[src/rtl/ccu_pkg.sv]
package ccu_pkg;

  // Bus and datapath widths
  localparam int CTLR_ADDR = 6;
  localparam int AXIL_DATA = 32;
  localparam int COUNT_W   = 24;

  // Array geometry
  localparam int RSLT_CHANNELS   = 4;
  localparam int BATCH_SIZE      = 4;
  localparam int NUM_PERIPHERALS = 2;

  // Largest sizes accepted by the validity check
  localparam int MAX_DATA_SIZE = 65536;
  localparam int MAX_RSLT_SIZE = 65536;

  localparam logic [1:0] RESP_OKAY = 2'b00;

  typedef logic [CTLR_ADDR-1:0]     axil_addr_t;
  typedef logic [AXIL_DATA-1:0]     axil_data_t;
  typedef logic [31:0]              size_t;
  typedef logic [COUNT_W-1:0]       count_t;
  typedef logic [7:0]               btch_t;
  typedef logic [RSLT_CHANNELS-1:0] chan_mask_t;
  typedef logic [BATCH_SIZE-1:0]    batch_mask_t;

  // Register map, byte addresses
  localparam axil_addr_t REG_CTRL      = 6'h00;
  localparam axil_addr_t REG_DONE      = 6'h04;
  localparam axil_addr_t REG_DATA_SIZE = 6'h08;
  localparam axil_addr_t REG_RSLT_SIZE = 6'h0C;
  localparam axil_addr_t REG_BTCH_SIZE = 6'h10;
  localparam axil_addr_t REG_LOADED    = 6'h14;
  // Read-only from here on
  localparam axil_addr_t REG_STATUS    = 6'h18;
  localparam axil_addr_t REG_PROG_RSLT = 6'h1C;
  localparam axil_addr_t REG_PROG_ITER = 6'h20;

  typedef enum logic [2:0] {
    ST_IDLE,
    ST_START,
    ST_OPERATE,
    ST_END,
    ST_ERROR,
    ST_INTR
  } ccu_state_t;

endpackage
[src/rtl/ccu_top.sv]
module ccu_top
  import ccu_pkg::*;
(
  input  logic                       fsm_clk,
  input  logic                       fsm_rst,

  input  axil_addr_t                 s_axil_awaddr,
  input  logic                       s_axil_awvalid,
  output logic                       s_axil_awready,
  input  axil_data_t                 s_axil_wdata,
  input  logic                       s_axil_wvalid,
  output logic                       s_axil_wready,
  output logic [1:0]                 s_axil_bresp,
  output logic                       s_axil_bvalid,
  input  logic                       s_axil_bready,
  input  axil_addr_t                 s_axil_araddr,
  input  logic                       s_axil_arvalid,
  output logic                       s_axil_arready,
  output axil_data_t                 s_axil_rdata,
  output logic [1:0]                 s_axil_rresp,
  output logic                       s_axil_rvalid,
  input  logic                       s_axil_rready,

  input  logic [NUM_PERIPHERALS-1:0] peripheral_error,
  input  logic                       rslt_tlast,

  output logic                       core_start,
  output logic                       operation_start,
  output logic                       iteration_start,
  output size_t                      data_size,
  output size_t                      rslt_size,
  output chan_mask_t                 use_channels,
  output batch_mask_t                use_batch,
  output logic                       operation_busy,
  output logic                       operation_complete,
  output logic                       operation_error,
  output logic                       locked,
  output logic                       pl2ps_intr
);

  // Register file to FSM
  size_t      data_size_reg;
  size_t      rslt_size_reg;
  btch_t      btch_size_reg;
  logic       data_loaded;
  logic       wght_loaded;
  logic       start_req;
  logic       done_flag;
  logic       soft_intr;
  logic       abort_intr;
  logic       error_intr;

  // FSM back to the register file and to the tracker
  logic       clear_start;
  logic       set_done;
  logic [4:0] status_bits;
  logic       track_clear;
  logic       track_load;
  logic       track_advance;

  // Tracker results
  logic       last_iteration;
  count_t     prog_rslt;
  count_t     prog_iter;

  ccu_axil_regs u_regs (.*);

  ccu_fsm u_fsm (.*);

  ccu_result_tracker u_tracker (.*);

endmodule

[src/rtl/ccu_fsm.sv]
module ccu_fsm
  import ccu_pkg::*;
(
  input  logic                       fsm_clk,
  input  logic                       fsm_rst,

  input  size_t                      data_size_reg,
  input  size_t                      rslt_size_reg,
  input  btch_t                      btch_size_reg,
  input  logic                       data_loaded,
  input  logic                       wght_loaded,
  input  logic                       start_req,
  input  logic                       done_flag,
  input  logic                       soft_intr,
  input  logic                       abort_intr,
  input  logic                       error_intr,
  input  logic [NUM_PERIPHERALS-1:0] peripheral_error,
  input  logic                       rslt_tlast,
  input  logic                       last_iteration,

  output logic                       core_start,
  output logic                       operation_start,
  output logic                       iteration_start,
  output size_t                      data_size,
  output size_t                      rslt_size,
  output logic                       operation_busy,
  output logic                       operation_complete,
  output logic                       operation_error,
  output logic                       locked,
  output logic                       pl2ps_intr,
  output logic                       clear_start,
  output logic                       set_done,
  output logic                       track_clear,
  output logic                       track_load,
  output logic                       track_advance,
  output logic [4:0]                 status_bits
);

  ccu_state_t state;
  ccu_state_t state_next;
  logic       op_valid;
  logic       soft_pend;
  logic       soft_fire;
  logic       ext_intr;
  logic       first_iter;
  logic       next_iter;
  logic       busy_next;
  logic       err_next;
  logic       end_next;

  assign op_valid = data_loaded && wght_loaded &&
                    (data_size_reg != '0) && (data_size_reg <= MAX_DATA_SIZE) &&
                    (rslt_size_reg != '0) && (rslt_size_reg <= MAX_RSLT_SIZE) &&
                    (btch_size_reg != '0) && (btch_size_reg <= BATCH_SIZE);

  // A soft interrupt only takes effect at an iteration boundary
  assign soft_fire = (soft_pend || soft_intr) &&
                     ((state == ST_OPERATE && rslt_tlast) || state == ST_ERROR);
  assign ext_intr  = abort_intr || error_intr || soft_fire;

  always_comb begin
    state_next = state;
    case (state)
      ST_IDLE: begin
        if (start_req) begin
          state_next = op_valid ? ST_START : ST_ERROR;
        end
      end
      ST_START:   state_next = ST_OPERATE;
      ST_OPERATE: begin
        if (rslt_tlast && last_iteration) begin
          state_next = ST_END;
        end
      end
      // set_done covers the cycle before the done bit is visible
      ST_END: begin
        if (!(done_flag || set_done)) begin
          state_next = ST_IDLE;
        end
      end
      ST_ERROR:   state_next = ST_ERROR;
      default:    state_next = ST_IDLE;
    endcase
    if (|peripheral_error) begin
      state_next = ST_ERROR;
    end
    if (ext_intr) begin
      state_next = ST_INTR;
    end
  end

  assign first_iter = (state == ST_START) && (state_next == ST_OPERATE);
  assign next_iter  = (state == ST_OPERATE) && rslt_tlast && (state_next == ST_OPERATE);
  assign busy_next  = (state_next == ST_START) || (state_next == ST_OPERATE);
  assign err_next   = (state_next == ST_ERROR);
  assign end_next   = (state_next == ST_END);

  assign track_clear   = (state != ST_IDLE) && (state_next == ST_IDLE);
  assign track_load    = (state == ST_IDLE) && (state_next == ST_START);
  assign track_advance = first_iter || next_iter;

  always_ff @(posedge fsm_clk) begin
    if (fsm_rst) begin
      state              <= ST_IDLE;
      soft_pend          <= 1'b0;
      core_start         <= 1'b0;
      operation_start    <= 1'b0;
      iteration_start    <= 1'b0;
      operation_busy     <= 1'b0;
      operation_complete <= 1'b0;
      operation_error    <= 1'b0;
      locked             <= 1'b0;
      pl2ps_intr         <= 1'b0;
      clear_start        <= 1'b0;
      set_done           <= 1'b0;
      status_bits        <= '0;
    end else begin
      state              <= state_next;
      core_start         <= first_iter;
      operation_start    <= first_iter || next_iter;
      iteration_start    <= first_iter || next_iter;
      operation_busy     <= busy_next;
      operation_complete <= end_next;
      operation_error    <= err_next;
      locked             <= err_next || end_next;
      pl2ps_intr         <= track_load || next_iter ||
                            (end_next && state != ST_END) ||
                            (err_next && state != ST_ERROR);
      clear_start        <= (state == ST_IDLE) && start_req;
      set_done           <= end_next && (state != ST_END);
      // valid, locked, error, busy, idle
      status_bits        <= {op_valid, err_next || end_next, err_next, busy_next,
                             ~(busy_next || err_next)};

      if (state_next == ST_IDLE || state_next == ST_INTR) begin
        soft_pend <= 1'b0;
      end else if (soft_intr) begin
        soft_pend <= 1'b1;
      end
    end
  end

  // Sizes are frozen for the whole operation
  always_ff @(posedge fsm_clk) begin
    if (track_load) begin
      data_size <= data_size_reg;
      rslt_size <= rslt_size_reg;
    end
  end

endmodule

[src/rtl/ccu_result_tracker.sv]
module ccu_result_tracker
  import ccu_pkg::*;
(
  input  logic        fsm_clk,
  input  logic        fsm_rst,
  input  logic        track_clear,
  input  logic        track_load,
  input  logic        track_advance,
  input  size_t       rslt_size_reg,
  input  btch_t       btch_size_reg,
  output chan_mask_t  use_channels,
  output batch_mask_t use_batch,
  output logic        last_iteration,
  output count_t      prog_rslt,
  output count_t      prog_iter
);

  count_t      rslt_left;
  count_t      step;
  logic        first_step;
  chan_mask_t  chan_next;
  batch_mask_t batch_next;

  // Results handled by the next iteration, at most one per channel
  always_comb begin
    if (rslt_left < count_t'(RSLT_CHANNELS)) begin
      step = rslt_left;
    end else begin
      step = count_t'(RSLT_CHANNELS);
    end
    for (int i = 0; i < RSLT_CHANNELS; i++) begin
      chan_next[i] = count_t'(i) < step;
    end
    for (int i = 0; i < BATCH_SIZE; i++) begin
      batch_next[i] = btch_t'(i) < btch_size_reg;
    end
  end

  always_ff @(posedge fsm_clk) begin
    if (fsm_rst || track_clear) begin
      rslt_left    <= '0;
      prog_rslt    <= '0;
      prog_iter    <= '0;
      first_step   <= 1'b0;
      use_channels <= '0;
      use_batch    <= '0;
    end else if (track_load) begin
      rslt_left    <= rslt_size_reg[COUNT_W-1:0];
      prog_rslt    <= '0;
      prog_iter    <= '0;
      first_step   <= 1'b1;
      use_channels <= '0;
      use_batch    <= batch_next;
    end else if (track_advance) begin
      rslt_left    <= rslt_left - step;
      prog_rslt    <= prog_rslt + step;
      use_channels <= chan_next;
      first_step   <= 1'b0;
      // The opening iteration is not a completed one
      if (!first_step) begin
        prog_iter <= prog_iter + 1'b1;
      end
    end
  end

  assign last_iteration = (rslt_left == '0);

endmodule

[src/rtl/ccu_axil_regs.sv]
module ccu_axil_regs
  import ccu_pkg::*;
(
  input  logic        fsm_clk,
  input  logic        fsm_rst,

  input  axil_addr_t  s_axil_awaddr,
  input  logic        s_axil_awvalid,
  output logic        s_axil_awready,
  input  axil_data_t  s_axil_wdata,
  input  logic        s_axil_wvalid,
  output logic        s_axil_wready,
  output logic [1:0]  s_axil_bresp,
  output logic        s_axil_bvalid,
  input  logic        s_axil_bready,
  input  axil_addr_t  s_axil_araddr,
  input  logic        s_axil_arvalid,
  output logic        s_axil_arready,
  output axil_data_t  s_axil_rdata,
  output logic [1:0]  s_axil_rresp,
  output logic        s_axil_rvalid,
  input  logic        s_axil_rready,

  input  logic        clear_start,
  input  logic        set_done,
  input  logic [4:0]  status_bits,
  input  count_t      prog_rslt,
  input  count_t      prog_iter,

  output size_t       data_size_reg,
  output size_t       rslt_size_reg,
  output btch_t       btch_size_reg,
  output logic        data_loaded,
  output logic        wght_loaded,
  output logic        start_req,
  output logic        done_flag,
  output logic        soft_intr,
  output logic        abort_intr,
  output logic        error_intr
);

  logic       wr_en;
  logic       rd_en;
  axil_data_t rd_word;

  // Address and data are accepted together in one beat
  assign wr_en = s_axil_awready & s_axil_awvalid & s_axil_wvalid;
  assign rd_en = s_axil_arready & s_axil_arvalid;

  assign s_axil_wready = s_axil_awready;
  assign s_axil_bresp  = RESP_OKAY;
  assign s_axil_rresp  = RESP_OKAY;

  always_ff @(posedge fsm_clk) begin
    if (fsm_rst) begin
      s_axil_awready <= 1'b0;
      s_axil_bvalid  <= 1'b0;
      s_axil_arready <= 1'b0;
      s_axil_rvalid  <= 1'b0;
    end else begin
      s_axil_awready <= s_axil_awvalid & s_axil_wvalid & ~s_axil_awready & ~s_axil_bvalid;
      if (wr_en) begin
        s_axil_bvalid <= 1'b1;
      end else if (s_axil_bready) begin
        s_axil_bvalid <= 1'b0;
      end

      s_axil_arready <= s_axil_arvalid & ~s_axil_arready & ~s_axil_rvalid;
      if (rd_en) begin
        s_axil_rvalid <= 1'b1;
      end else if (s_axil_rready) begin
        s_axil_rvalid <= 1'b0;
      end
    end
  end

  always_ff @(posedge fsm_clk) begin
    if (rd_en) begin
      s_axil_rdata <= rd_word;
    end
  end

  always_ff @(posedge fsm_clk) begin
    if (fsm_rst) begin
      data_size_reg <= '0;
      rslt_size_reg <= '0;
      btch_size_reg <= '0;
      data_loaded   <= 1'b0;
      wght_loaded   <= 1'b0;
      start_req     <= 1'b0;
      done_flag     <= 1'b0;
      soft_intr     <= 1'b0;
      abort_intr    <= 1'b0;
      error_intr    <= 1'b0;
    end else begin
      // Interrupt bits are write-one pulses
      soft_intr  <= 1'b0;
      abort_intr <= 1'b0;
      error_intr <= 1'b0;

      if (wr_en) begin
        case (s_axil_awaddr)
          REG_CTRL: begin
            start_req  <= s_axil_wdata[0];
            soft_intr  <= s_axil_wdata[1];
            abort_intr <= s_axil_wdata[2];
            error_intr <= s_axil_wdata[3];
          end
          REG_DONE:      done_flag     <= s_axil_wdata[0];
          REG_DATA_SIZE: data_size_reg <= s_axil_wdata;
          REG_RSLT_SIZE: rslt_size_reg <= s_axil_wdata;
          REG_BTCH_SIZE: btch_size_reg <= s_axil_wdata[7:0];
          REG_LOADED: begin
            data_loaded <= s_axil_wdata[0];
            wght_loaded <= s_axil_wdata[1];
          end
          default: begin
          end
        endcase
      end

      // FSM requests override a software write in the same cycle
      if (clear_start) begin
        start_req <= 1'b0;
      end
      if (set_done) begin
        done_flag <= 1'b1;
      end
    end
  end

  always_comb begin
    rd_word = '0;
    case (s_axil_araddr)
      REG_CTRL:      rd_word[0]            = start_req;
      REG_DONE:      rd_word[0]            = done_flag;
      REG_DATA_SIZE: rd_word               = data_size_reg;
      REG_RSLT_SIZE: rd_word               = rslt_size_reg;
      REG_BTCH_SIZE: rd_word[7:0]          = btch_size_reg;
      REG_LOADED:    rd_word[1:0]          = {wght_loaded, data_loaded};
      REG_STATUS:    rd_word[4:0]          = status_bits;
      REG_PROG_RSLT: rd_word[COUNT_W-1:0]  = prog_rslt;
      REG_PROG_ITER: rd_word[COUNT_W-1:0]  = prog_iter;
      default: begin
      end
    endcase
  end

endmodule

[config.mk]
export PLATFORM = sky130hd
export DESIGN_NAME = ccu_top
export DESIGN_NICKNAME = d
export VERILOG_FILES = /design/src/rtl/ccu_pkg.sv /design/src/rtl/ccu_top.sv /design/src/rtl/ccu_fsm.sv /design/src/rtl/ccu_result_tracker.sv /design/src/rtl/ccu_axil_regs.sv
export SDC_FILE = /design/constraint.sdc
export NUM_CORES = 1
export LEC_CHECK = 0
export BUFFER_PORTS_ARGS = -buffer_cell sky130_fd_sc_hd__buf_2
export CORE_UTILIZATION = 47
export DETAILED_ROUTE_END_ITERATION = 16
export PLACE_DENSITY = 0.73
export SETUP_SLACK_MARGIN = 0.02
export SLEW_MARGIN = 15
export SYNTH_ARGS = -nofsm -noshare
export SYNTH_HDL_FRONTEND = slang
export SYNTH_SLANG_ARGS = --single-unit
[constraint.sdc]
create_clock -name fsm_clk -period 8.05 [get_ports fsm_clk]
set_clock_uncertainty 0.1 [all_clocks]
set_input_delay 0.805 -clock fsm_clk [delete_from_list [all_inputs] [get_ports fsm_clk]]
set_output_delay 0.805 -clock fsm_clk [all_outputs]
set_load 0.005 [all_outputs]
==> flow_summary.json <==
{
  "yosys_warnings": 0,
  "io_pins": 175,
  "numCtsBuffers": 28,
  "outcome": "complete, no violations",
  "cts_buffer_depth": 3,
  "crit_fanout": 6,
  "final_util_pct": 55.9,
  "hold_class": "reg2reg",
  "maxSlewHeadroom_pct": 19.4,
  "drc": 0,
  "ir_worst_vdd_mv": 0.142,
  "dieArea_sq_mm": 0.0273,
  "combPwrFrac_pct": 3.3,
  "cts_hold_buf": 0,
  "initial_core_util_pct": 48.0,
  "synthArstFlopShare_pct": 0,
  "fillers": 2296,
  "routabilityCongestion": 0.971,
  "post_cts.repair.setup_buffers": 0,
  "p_leak_nw": 5.83,
  "track_usage_pct": 26.1,
  "worst_pin_slew_ps": 1210,
  "antenna_found_initial": 4,
  "power_density_mw_per_mm2": 193,
  "wl_per_cell_um": 19.0,
  "cts_tree": "done",
  "first_pass_iters": 5,
  "max_freq_ghz": 0.216,
  "syn_area_per_cell_sq_um": 9.40,
  "synth_edf_count": 96,
  "viasPerCell": 5.80,
  "finalHoldWorstSlack_ps": 294,
  "crit_type": "reg2reg",
  "syn_area_sq_mm": 0.0125,
  "ys_seq_area_share_pct": 51.7,
  "die_w_um": 165,
  "hold_depth": 1,
  "post-route-min-period_ps": 4640,
  "timing.rr.start": "u_tracker.rslt_left[6]",
  "maxCapViolations": 0,
  "fp-row-count": 59,
  "gr-total-overflow": 0,
  "drt_iter0_markers": 998,
  "pwr-share-seq_pct": 51.2,
  "synth_ff_type": "dfxtp_1",
  "regToRegSetupSlack_ps": 3410,
  "syn2layout_area_growth_pct": 16.5,
  "clk_pin_slew_ps": 60,
  "dr_total_vias": 10800,
  "p_clk_share_pct": 45.6,
  "switching_power_w": 0.000620,
  "wirelength_um": 35300,
  "setup_viol": 0,
  "r2r_cells": 15,
  "period_share_pct": 57.6,
  "slowest_delay_ps": 610,
  "ant_nets": 0,
  "crit_path_start_kind": "flip-flop",
  "root_buffer": "clkbuf_16",
  "crit_path_start": "u_tracker.rslt_left[6]",
  "synth_cell_types": 74,
  "crit_path_frequent_cell": "o22ai_1",
  "grt_max_degree": 99,
  "dp_hpwl_um": 24900,
  "slew_viol_final": 0,
  "post_cts_resized": 0,
  "clock_sinks": 275,
  "worstSetupEndpointType": "flip-flop",
  "drive_above_1_share_pct": 16.4,
  "ys_seq_elements": 275,
  "hold_viol_final": 0,
  "grt_first_pass_wirelength_um": 55200,
  "crit_end": "u_tracker.prog_rslt[20]",
  "slowest_stage": "nor4_1",
  "cp.required_ps": 8400,
  "synth_cells": 1330,
  "grt_pass1_vias": 10300,
  "io_buffers": 170,
  "r2r_end": "u_tracker.prog_rslt[20]",
  "rsz0062_at_grt": "no",
  "die_h_um": 165,
  "insertion_delay_ps": 560,
  "crit_chain": "nor4_1 > nand3_1 > nor3_2 > and2_1 > ha_1 > inv_1 > fa_1 > nor2b_1 > o31a_1 > o22ai_1 > o311a_1 > o21ai_0 > o22ai_1 > xor2_1 > a211oi_1",
  "tns_ps": 0,
  "internal_power_w": 0.00219,
  "core_area_sq_mm": 0.0261,
  "total_power_w": 0.00281,
  "final_nets": 1575,
  "htree_levels": 1,
  "p_sw_share_pct": 22.1,
  "cp.arrival_ps": 4980
}
## worst min-delay path by stage
stage                     slack, ps                to         startpoint
final                           290  u_regs.start_req  u_fsm.clear_start
after global routing            340  u_regs.start_req  u_fsm.clear_start
after CTS                       300  u_regs.start_req  u_fsm.clear_start
after detailed placement        290  u_regs.start_req  u_fsm.clear_start
after global placement          280  u_regs.start_req  u_fsm.clear_start
after floorplan                 270  u_regs.start_req  u_fsm.clear_start
## per-stage QoR
stage,setup slack (ps),instance area [sq um],cells
after global placement,3770,13700,1800
final,3410,14600,1855
after global routing,3030,14600,1854
after CTS,3470,14600,1852
after detailed placement,3600,13700,1800
after floorplan,568,12600,1353
## synthesized netlist by cell type (3+ instances only)
master / instances / area share (%)
nand4_1: 18 / 0.90
or3_1: 4 / 0.20
nand3b_1: 4 / 0.24
and4_1: 4 / 0.28
a221oi_1: 6 / 0.42
o22ai_1: 3 / 0.15
o21bai_1: 3 / 0.18
o21ai_1: 3 / 0.12
o31ai_1: 7 / 0.42
clkbuf_1: 44 / 1.3
nor4_1: 33 / 1.7
nor4b_1: 8 / 0.56
buf_2: 7 / 0.28
nand2_1: 213 / 6.4
nand2b_1: 9 / 0.45
o21ai_0: 38 / 1.5
buf_4: 13 / 0.78
o21a_1: 7 / 0.42
a31oi_1: 6 / 0.30
dfxtp_1: 179 / 29
xnor2_1: 20 / 1.4
a21o_1: 5 / 0.30
xor2_1: 18 / 1.3
ha_1: 25 / 2.5
or4_1: 6 / 0.36
mux2i_1: 50 / 4.0
nor3_1: 48 / 1.9
inv_1: 21 / 0.63
and3_1: 12 / 0.60
nand4b_1: 3 / 0.21
buf_1: 6 / 0.18
a22oi_1: 9 / 0.54
edfxtp_1: 96 / 23
a211oi_1: 18 / 1.1
a21oi_1: 135 / 5.4
and2_1: 11 / 0.55
or2_2: 5 / 0.25
a221o_1: 21 / 1.7
nor2_1: 140 / 4.2
nor2b_1: 3 / 0.15
nand3_1: 28 / 1.1
## kinds of logic after synthesis
| family | count (synthesis) | synth area share (%) |
|---|---|---|
| other | 2 | 0.0601 |
| adders and majority gates | 26 | 2.66 |
| buffers and inverters | 94 | 3.35 |
| xor gates and xnor gates | 38 | 2.66 |
| and+or+nand+nor | 562 | 21.2 |
| muxes | 51 | 4.09 |
| DFF | 275 | 51.7 |
| AOI/OAI and AO/OA | 282 | 14.3 |
## power groups by stage
stage / combinational, W / sequential [W] / clock [W]
final: 0.0000915 / 0.00144 / 0.00128
after global routing: 0.000100 / 0.00144 / 0.00135
after CTS: 0.0000901 / 0.00144 / 0.00129
after detailed placement: 0.0000900 / 0.00147 / 0
after global placement: 0.0000887 / 0.00147 / 0
after floorplan: 0.0000548 / 0.00147 / 0
## placed cells by master (no fill, tap or decap), drive strengths merged, types with 5 or more instances in the layout
master and count:
nand2 214, buf 184, dfxtp 179, nor2 141
a21oi 135, edfxtp 96, mux2i 50, nor3 50
o21ai 41, clkbuf 39, nor4 35, nand3 28
ha 25, conb 25, inv 23, a221o 21
xnor2 20, a211oi 18, nand4 18, xor2 18
and3 12, and2 11, nand2b 10, a22oi 9
clkinv 9, nor4b 8, or4 8, o21a 7
o31ai 7, a221oi 6, a31oi 6, or2 6
a21o 5
## routing by layer
metal / global-route usage (%) / up-vias / part of all wire [%]
met3: 3.95 / 64 / 9.3
met4: 9.13 / 2 / 2.9
met2: 42.6 / 478 / 46
met1: 35.2 / 5091 / 41
li1: - / 5122 / -
met5: 0 / - / 0.043
## worst max-delay path: cells and delay by family (launching register included)
kind	cells	cell delay [ps]
AO/OA/AOI/OAI	6	1400
AND/OR/NAND/NOR	5	1890
adder cells (fa/ha/maj)	2	540
buffers and inverters	1	60
flip-flops	1	360
XOR/XNOR	1	150
## layout make-up
| type | count | area (sq um) | area share (%) |
|---|---|---|---|
| Sequential cell | 275 | 6470 | 44.4 |
| Multi-Input combinational cell | 984 | 5730 | 39.3 |
| Timing Repair Buffer | 184 | 956 | 6.56 |
| Clock buffer | 39 | 793 | 5.44 |
| Tap cell | 335 | 419 | 2.88 |
| Clock inverter | 13 | 118 | 0.807 |
| Inverter | 22 | 82.6 | 0.567 |
| Antenna cell | 3 | 7.51 | 0.0515 |
No activity file was read; power rests on OpenSTA's default activity.
